File: config.mk
export PLATFORM = sky130hd
export DESIGN_NAME = axi4_delayer
export DESIGN_NICKNAME = d
export VERILOG_FILES = /design/src/design/axi_pkg.sv /design/src/design/delay_pkg.sv /design/src/design/axi4_delayer.sv
export SDC_FILE = /design/constraint.sdc
export NUM_CORES = 1
export LEC_CHECK = 0
export BUFFER_PORTS_ARGS = -buffer_cell sky130_fd_sc_hd__buf_2
export CAP_MARGIN = 5
export CELL_PAD_IN_SITES_DETAIL_PLACEMENT = 0
export CELL_PAD_IN_SITES_GLOBAL_PLACEMENT = 1
export CORE_MARGIN = 10
export CORE_UTILIZATION = 30
export DETAILED_ROUTE_END_ITERATION = 7
export PLACE_DENSITY_LB_ADDON = 0.12
export SYNTH_ARGS = -nofsm -noshare
export SYNTH_HDL_FRONTEND = slang
export SYNTH_SLANG_ARGS = --single-unit
export TNS_END_PERCENT = 20
File: constraint.sdc
create_clock -name clock -period 4.9 [get_ports clock]
set_input_delay 0.98 -clock clock [delete_from_list [all_inputs] [get_ports clock]]
set_output_delay 0.98 -clock clock [all_outputs]
set_load 0.01 [all_outputs]
File: src/design/axi_pkg.sv
package axi_pkg;

  typedef logic [31:0] addr_t;  // byte address
  typedef logic [31:0] data_t;  // one data beat
  typedef logic [3:0] strb_t;  // one strobe bit per data byte
  typedef logic [3:0] id_t;
  typedef logic [7:0] len_t;  // beats in the burst minus one
  typedef logic [2:0] size_t;  // log2 of the bytes per beat
  typedef logic [1:0] burst_t;
  typedef logic [1:0] resp_t;

  // response codes
  localparam resp_t resp_okay = 2'b00;

  // burst type codes, INCR is the only other one the memory sees
  localparam burst_t burst_fixed = 2'b00;
  localparam burst_t burst_incr = 2'b01;

  localparam int max_beats = 8;  // longest burst the delayer can buffer

endpackage

File: src/design/delay_pkg.sv
package delay_pkg;

  // the slow region is decoded from the top nibble of the address
  localparam logic [3:0] region_low = 4'ha;  // first slow nibble
  localparam logic [3:0] region_high = 4'hc;  // first nibble past the region

  typedef logic [11:0] count_t;  // cycles since the address transfer

  // delayer FSM
  typedef enum logic [1:0] {
    st_idle,
    st_measure,
    st_hold,
    st_release
  } delay_state_t;

endpackage

File: src/design/axi4_delayer.sv
`timescale 1ns/1ps

module axi4_delayer #(
  parameter int clock_ratio = 4  // bus clock over emulated memory clock
) (
  input logic clock,
  input logic reset,

  output logic in_arready,
  input logic in_arvalid,
  input axi_pkg::id_t in_arid,
  input axi_pkg::addr_t in_araddr,
  input axi_pkg::len_t in_arlen,
  input axi_pkg::size_t in_arsize,
  input axi_pkg::burst_t in_arburst,
  input logic in_rready,
  output logic in_rvalid,
  output axi_pkg::id_t in_rid,
  output axi_pkg::data_t in_rdata,
  output axi_pkg::resp_t in_rresp,
  output logic in_rlast,
  output logic in_awready,
  input logic in_awvalid,
  input axi_pkg::id_t in_awid,
  input axi_pkg::addr_t in_awaddr,
  input axi_pkg::len_t in_awlen,
  input axi_pkg::size_t in_awsize,
  input axi_pkg::burst_t in_awburst,
  output logic in_wready,
  input logic in_wvalid,
  input axi_pkg::data_t in_wdata,
  input axi_pkg::strb_t in_wstrb,
  input logic in_wlast,
  input logic in_bready,
  output logic in_bvalid,
  output axi_pkg::id_t in_bid,
  output axi_pkg::resp_t in_bresp,

  input logic out_arready,
  output logic out_arvalid,
  output axi_pkg::id_t out_arid,
  output axi_pkg::addr_t out_araddr,
  output axi_pkg::len_t out_arlen,
  output axi_pkg::size_t out_arsize,
  output axi_pkg::burst_t out_arburst,
  output logic out_rready,
  input logic out_rvalid,
  input axi_pkg::id_t out_rid,
  input axi_pkg::data_t out_rdata,
  input axi_pkg::resp_t out_rresp,
  input logic out_rlast,
  input logic out_awready,
  output logic out_awvalid,
  output axi_pkg::id_t out_awid,
  output axi_pkg::addr_t out_awaddr,
  output axi_pkg::len_t out_awlen,
  output axi_pkg::size_t out_awsize,
  output axi_pkg::burst_t out_awburst,
  input logic out_wready,
  output logic out_wvalid,
  output axi_pkg::data_t out_wdata,
  output axi_pkg::strb_t out_wstrb,
  output logic out_wlast,
  output logic out_bready,
  input logic out_bvalid,
  input axi_pkg::id_t out_bid,
  input axi_pkg::resp_t out_bresp
);

  localparam int ptr_w = $clog2(axi_pkg::max_beats);

  delay_pkg::delay_state_t state;
  logic pass_active;  // a fast-region transaction is in flight
  logic is_read;
  delay_pkg::count_t count;
  delay_pkg::count_t target;  // cycle at which the release starts
  logic [ptr_w-1:0] wr_ptr;
  logic [ptr_w-1:0] rd_ptr;
  logic [ptr_w-1:0] last_ptr;
  axi_pkg::data_t rdata_buf [axi_pkg::max_beats];
  axi_pkg::resp_t rresp_buf [axi_pkg::max_beats];
  axi_pkg::id_t rid_q;
  axi_pkg::id_t bid_q;
  axi_pkg::resp_t bresp_q;
  logic addr_open;
  logic ar_fire;
  logic aw_fire;
  logic down_done;
  logic up_done;

  function automatic logic in_slow_region(axi_pkg::addr_t addr);
    return addr[31:28] >= delay_pkg::region_low && addr[31:28] < delay_pkg::region_high;
  endfunction

  // only one transaction at a time, so addresses wait until everything is idle
  assign addr_open = (state == delay_pkg::st_idle) && !pass_active;

  assign out_arvalid = in_arvalid && addr_open;
  assign in_arready = out_arready && addr_open;
  assign out_arid = in_arid;
  assign out_araddr = in_araddr;
  assign out_arlen = in_arlen;
  assign out_arsize = in_arsize;
  assign out_arburst = in_arburst;

  assign out_awvalid = in_awvalid && addr_open;
  assign in_awready = out_awready && addr_open;
  assign out_awid = in_awid;
  assign out_awaddr = in_awaddr;
  assign out_awlen = in_awlen;
  assign out_awsize = in_awsize;
  assign out_awburst = in_awburst;

  assign out_wvalid = in_wvalid;  // write beats always go straight through
  assign in_wready = out_wready;
  assign out_wdata = in_wdata;
  assign out_wstrb = in_wstrb;
  assign out_wlast = in_wlast;

  assign ar_fire = out_arvalid && out_arready;
  assign aw_fire = out_awvalid && out_awready;

  // in idle the response channels are wired through, otherwise the buffer drives them
  always_comb begin
    if (state == delay_pkg::st_idle) begin
      in_rvalid = out_rvalid;
      in_rid = out_rid;
      in_rdata = out_rdata;
      in_rresp = out_rresp;
      in_rlast = out_rlast;
      out_rready = in_rready;
      in_bvalid = out_bvalid;
      in_bid = out_bid;
      in_bresp = out_bresp;
      out_bready = in_bready;
    end else begin
      in_rvalid = (state == delay_pkg::st_release) && is_read;
      in_rid = rid_q;
      in_rdata = rdata_buf[rd_ptr];
      in_rresp = rresp_buf[rd_ptr];
      in_rlast = rd_ptr == last_ptr;
      out_rready = state == delay_pkg::st_measure;  // drain the slave at full speed
      in_bvalid = (state == delay_pkg::st_release) && !is_read;
      in_bid = bid_q;
      in_bresp = bresp_q;
      out_bready = state == delay_pkg::st_measure;
    end
  end

  assign down_done = (state == delay_pkg::st_measure) &&
                     (is_read ? (out_rvalid && out_rlast) : out_bvalid);
  assign up_done = is_read ? (in_rvalid && in_rready && in_rlast) : (in_bvalid && in_bready);

  always_ff @(posedge clock or posedge reset) begin
    if (reset) begin
      state <= delay_pkg::st_idle;
      pass_active <= 1'b0;
      is_read <= 1'b0;
      count <= '0;
      target <= '0;
      wr_ptr <= '0;
      rd_ptr <= '0;
      last_ptr <= '0;
    end else begin
      case (state)
        delay_pkg::st_idle: begin
          if (ar_fire || aw_fire) begin
            is_read <= ar_fire;
            count <= '0;
            wr_ptr <= '0;
            rd_ptr <= '0;
            if (ar_fire) begin
              last_ptr <= in_arlen[ptr_w-1:0];
            end
            if ((ar_fire && in_slow_region(in_araddr)) ||
                (aw_fire && in_slow_region(in_awaddr))) begin
              state <= delay_pkg::st_measure;
            end else begin
              pass_active <= 1'b1;
            end
          end else if (pass_active && up_done) begin
            pass_active <= 1'b0;
          end
        end
        delay_pkg::st_measure: begin
          count <= count + 1'b1;
          if (is_read && out_rvalid) begin
            wr_ptr <= wr_ptr + 1'b1;
          end
          if (down_done) begin
            // count + 1 is the measured latency, this edge included
            target <= delay_pkg::count_t'((count + 1'b1) * clock_ratio);
            state <= (clock_ratio == 1) ? delay_pkg::st_release : delay_pkg::st_hold;
          end
        end
        delay_pkg::st_hold: begin
          count <= count + 1'b1;
          if (count + 1'b1 == target) begin
            state <= delay_pkg::st_release;
          end
        end
        delay_pkg::st_release: begin
          if (in_rvalid && in_rready) begin
            rd_ptr <= rd_ptr + 1'b1;
          end
          if (up_done) begin
            state <= delay_pkg::st_idle;
          end
        end
        default: state <= delay_pkg::st_idle;
      endcase
    end
  end

  // response capture while the slave is being measured
  always_ff @(posedge clock) begin
    if (state == delay_pkg::st_measure && is_read && out_rvalid) begin
      rdata_buf[wr_ptr] <= out_rdata;
      rresp_buf[wr_ptr] <= out_rresp;
      rid_q <= out_rid;
    end
    if (state == delay_pkg::st_measure && !is_read && out_bvalid) begin
      bid_q <= out_bid;
      bresp_q <= out_bresp;
    end
  end

endmodule

# After elaboration in Yosys (flattened, before gate mapping)
# Memories as Yosys holds them, arrays and structs flattened.
# Cells that the tools add are included.
[word_totals]
regBits = 45
ramBits = 272
in_bits = 192
output_inout_bits = 190
elab_cells = 106
n_memories = 2
[classes]
n_addsub = 4
n_lt_le_gt_ge = 4
eq_ne = 13
muxes = 30
n_reduce_logical = 42
[mem_list]
columns = ["memory", "depth", "word_bits", "read_ports", "rd_ports_with_merged_regs", "wr", "line_no", "rtl"]
rows = [
  ["rdata_buf", 8, 32, 1, 0, 1, "axi4_delayer.sv:80", "axi_pkg::data_t rdata_buf [axi_pkg::max_beats];"],
  ["rresp_buf", 8, 2, 1, 0, 1, "axi4_delayer.sv:81", "axi_pkg::resp_t rresp_buf [axi_pkg::max_beats];"],
]
[ops]
columns = ["op", "count"]
rows = [
  ["32-bit 2-to-1 mux", 1],
  ["1-bit logical AND", 24],
  ["12-bit one-hot mux with 2 select lines", 1],
  ["2-bit 2-to-1 mux", 7],
  ["12-bit by 1-bit adder with 12-bit output, second input constant", 1],
  ["12-bit equality test", 1],
  ["1-bit 2-to-1 mux", 12],
  ["12-bit 2-to-1 mux", 1],
  ["3-bit one-hot mux with 2 select lines", 2],
  ["3-bit AND reduction", 4],
  ["10-bit by 1-bit adder with 10-bit output, second input constant", 1],
  ["2-bit inequality test, second input constant", 5],
  ["3-bit 2-to-1 mux", 3],
  ["4-bit >= comparator, second input constant", 2],
  ["4-bit < comparator, second input constant", 2],
  ["4-bit 2-to-1 mux", 2],
  ["2-bit one-hot mux with 4 select lines", 1],
  ["2-bit nonzero test", 4],
  ["3-bit by 1-bit adder with 3-bit output, second input constant", 2],
  ["2-bit by 1-bit inequality test with 1-bit output, second input constant", 3],
  ["2-bit AND reduction", 3],
  ["5-bit AND reduction", 1],
  ["2-bit equality test, second input constant", 2],
  ["3-bit equality test", 1],
  ["5 further kinds", 7],
]

# Depth between registers and ports, before layout
[depth]
depth_word = 9
ltp_mapped = 12
depth_no_buf = 9

# Worst setup path after synthesis
# No wires, ideal clock.
[synth_path]
kind = "in2reg"
startpoint = "in out_rvalid"
endpoint = "mem rdata_buf[0][0] in the netlist's numbering (enable)"
setup_ps = 468
t_arrival_ps = 3910
required_time_ps = 4432
setup_slack_ps = 523
stages = 4
n_path_buf = 1
path_cell_list = "and3_1 clkbuf_1 nand2b_1 nor3_1"
[synth_via]
elab_chain_len = 3
[synth_rtl]
columns = ["item", "line_no", "rtl"]
rows = [
  ["from (decl)", "axi4_delayer.sv:47", "input logic out_rvalid,"],
  ["1-bit logical AND", "axi4_delayer.sv:217", "if (state == delay_pkg::st_measure && is_read && out_rvalid) begin"],
  ["1-bit 2-to-1 mux", "axi4_delayer.sv:217", ""],
  ["1-bit 2-to-1 mux (implied by the code)", "axi4_delayer.sv:218", "rdata_buf[wr_ptr] <= out_rdata;"],
  ["to (decl)", "axi4_delayer.sv:80", ""],
]
# Every way passes these cells.

# Worst setup path in the final report
[layout_path]
startpoint = "reg rd_ptr[0]"
endpoint = "out in_rdata[21]"
[layout_via]
elab_chain_len = 2
[layout_rtl]
columns = ["item", "line_no", "rtl"]
rows = [
  ["from (decl)", "axi4_delayer.sv:78", "logic [ptr_w-1:0] rd_ptr;"],
  ["from (signal assigned)", "axi4_delayer.sv:204", "rd_ptr <= rd_ptr + 1'b1;"],
  ["memory read 8 x 32 bit", "n/a", ""],
  ["32-bit 2-to-1 mux", "axi4_delayer.sv:125", "if (state == delay_pkg::st_idle) begin"],
  ["to (decl)", "axi4_delayer.sv:19", "output axi_pkg::data_t in_rdata,"],
]
# Every way passes these cells.

==> results.py <==
metrics = {
    "detailed_routing": {
        "drt-pass1-iter-count": 4,
        "post_drt_wl_per_cell_um": 23.0,
        "antenna_left": 0,
        "drt-vias-per-instance": 4.77,
        "drt_wl_total_um": 35300,
        "drc": 0,
        "drtIter0Drc": 485,
        "vias": 7324,
    },
    "floorplan": {
        "rows": 79,
        "die_h_um": 238,
        "initial_core_util_pct": 30.5,
        "die-area_um2": 56600,
        "coreArea_um2": 46800,
        "die_w_um": 238,
        "io_pins": 382,
    },
    "placed_design": {
        "dp_cells": 1468,
        "port-buffer-count": 125,
        "place_ws_ps": 1360,
        "dp_hpwl_um": 23200,
        "gp_congestion": 0.691,
        "placed_area_um2": 14600,
    },
    "sta": {
        "slew_violations": 0,
        "hold_violations": 0,
        "setup_viol": 0,
        "setup_slack_ps": 1000,
        "fmax_mhz": 256,
        "finalHoldWorstSlack_ps": 502,
        "max-slew-margin-rel_pct": 33.7,
        "final.min_clock_period_ps": 3900,
        "worst_slew_pin_slew_ps": 987,
        "tns_ps": 0,
        "finalCritPeriodShare_pct": 79.6,
        "skew_ps": 21.5,
        "rsz0062_at_grt": "no",
    },
    "clock_tree": {
        "cts_resized": 0,
        "clk_latency_ps": 550,
        "htreeDepth": 2,
        "clock_sinks": 317,
        "cts_setup_buffers": 0,
        "clockRootBuffer": "clkbuf_16",
        "cts_tree": "done",
        "cts.clk_slew.worst_paths_ps": 50,
        "hold_buffers": 0,
        "cts_buffers": 38,
        "ctsLongestPathBuffers": 3,
    },
    "setup_path": {
        "path_depth": 5,
        "cpMaxStageDelayCell": "dfrtp_4",
        "crit_type": "reg2out",
        "critPathBufInv": 2,
        "crit_fanout": 32,
        "end_kind": "primary output",
        "required_ps": 3920,
        "path_delay_family": "flip-flops",
        "worstSetupStartpointType": "flip-flop",
        "regToRegSetupSlack_ps": 1520,
        "cp_slowest_stage_delay_ps": 870,
        "crit_chain": "buf_4 > mux4_2 > mux2i_1 > o21ai_0 > buf_2",
        "worstPathArrival_ps": 2920,
        "reg2regPathDepth": 8,
    },
    "logic_synthesis": {
        "ys_types": 55,
        "synth.avg_cell_area_um2": 15.8,
        "synth_fa_ha_area_share_pct": 0.703,
        "synth_top_family_by_area": "multiplexers",
        "synth_compound_area_share_pct": 4.27,
        "ys_warn_count": 0,
        "synthMuxAreaShare_pct": 14.6,
        "synth_ff_type": "edfxtp_1",
        "synth_area_leaders": "edfxtp_1 (59%), mux4_2 (11%), buf_4 (7.3%)",
        "yosysTopAreaCell": "edfxtp_1",
        "seq_area_frac_synth_pct": 65.6,
        "synth_top_area_share_pct": 59.4,
        "syn_inst": 899,
        "synth_edf_count": 282,
        "synth_fp_nets": 1099,
        "synth-simple-area-share_pct": 4.96,
        "synth.most_common_cell": "edfxtp_1",
        "syn_area_um2": 14200,
        "synth-async-reset-ratio_pct": 11.0,
        "ys_ff_latch": 317,
        "synth_xor_area_share_pct": 1.14,
        "synth_common_cells": "edfxtp_1 (282), buf_4 (139), nand2_1 (70)",
    },
    "cells_and_area": {
        "drive_gt1_share_pct": 32.7,
        "areaGrowthSynthToFinish_pct": 11.6,
        "final_area_um2": 15900,
        "final_util_pct": 34.0,
        "finalNetCount": 1101,
        "final_cells": 1535,
        "diodes": 0,
    },
    "power": {
        "p_leak_nw": 5.32,
        "power_mw": 8.56,
        "peakVddDrop_uv": 235,
        "power_density_nw_per_um2": 539,
    },
    "flow_run": {
        "maxCapViolations": 0,
    },
    "global_route": {
        "gr-usage-met3_pct": 4.45,
        "top_usage_layer": "met2",
        "grt_max_degree": 60,
        "use_met1_pct": 15.6,
        "gr-total-overflow": 0,
        "grt_pass1_vias": 7880,
        "grt_first_pass_wirelength_um": 52400,
        "antenna_found_initial": 1,
        "grtUsageMet2_pct": 18.6,
        "track_usage_pct": 12.2,
    },
    "hold_path": {
        "hold_class": "reg2reg",
        "min_path_cells": 2,
    },
    "outcome": {
        "status": "finished, final reports clean",
    },
}
[where the power goes]
group	internal (mW)	switching (mW)	leakage (nW)
sequential	3.10	0.265	2.99
clock	1.72	1.10	0.621
combinational	1.07	1.30	1.70
total	5.89	2.67	5.32
[area by class of cell]
cell class                      count  area, um^2
Sequential cell                   317        9350
Fill cell                        4471       30900
Timing Repair Buffer              143         773
Clock inverter                     22         258
Inverter                            9        33.8
Multi-Input combinational cell    392        3720
Clock buffer                       45         997
Tap cell                          607         759
[worst paths after layout]
path	end	from
worst min-delay path	target[2]$_DFFE_PP0P_	target[2]$_DFFE_PP0P_
worst max register to register	state[1]$_DFFE_PP0P_	state[0]$_DFFE_PP0P_
min in group asynchronous	count[8]$_DFFE_PP0P_	reset
worst max-delay path	in_rdata[21]	rd_ptr[0]$_DFFE_PP0P_
max in group asynchronous	rd_ptr[0]$_DFFE_PP0P_	reset
worst min register to register	target[2]$_DFFE_PP0P_	target[2]$_DFFE_PP0P_
[logic make-up (layout without fill, tap and decap cells)]
| family | count (synthesis) | after routing |
|---|---|---|
| XOR/XNOR | 17 | 17 |
| AND/OR/NAND/NOR | 144 | 144 |
| adder cells (fa/ha/maj) | 8 | 8 |
| multiplexers | 120 | 120 |
| flip-flops | 317 | 317 |
| AO/OA/AOI/OAI | 103 | 103 |
| buffers and inverters | 190 | 219 |
[sequential cells by signal, indices dropped and copies added, names as in the netlist]
name and flops:
rd_ptr 3, count 12, last_ptr 3, target 10, bresp_q 2, rdata_buf 256
rid_q 4, bid_q 4, is_read 1, wr_ptr 3, pass_active 1, state 2
rresp_buf 16
[layer usage]
metal  up-vias  part of all wire [%]
li1       3297                     -
met1      3662                    43
met2       281                    45
met3        82                   8.5
met4         2                   3.0
met5         -                 0.026
[tightest hold or removal path, delay by kind of cell (launching register included)]
kind               cells  cell delay [ps]
DFF                    1              350
and+or+nand+nor        1               50
AOI/OAI and AO/OA      1               60
[placed cells by master (no fill, tap or decap), drive strengths merged, types with 2 or more instances in the layout]
cell / n
or2: 2
mux2i: 35
nor2: 22
nand4: 3
edfxtp: 282
xnor2: 10
o311ai: 2
a31oi: 2
a22oi: 2
o31ai: 5
dfrtp: 35
nand2b: 7
a22o: 2
nand4b: 3
o31a: 2
clkinv: 15
nor2b: 4
mux2: 17
clkbuf: 45
buf: 143
inv: 11
mux4: 68
xor2: 6
nor3: 7
bufinv: 5
nand3: 10
a21oi: 12
o41ai: 4
and3: 4
or3: 3
ha: 8
nand2: 70
and2: 5
o21ai: 63
Note: power is estimated with default switching activity, not from simulation.
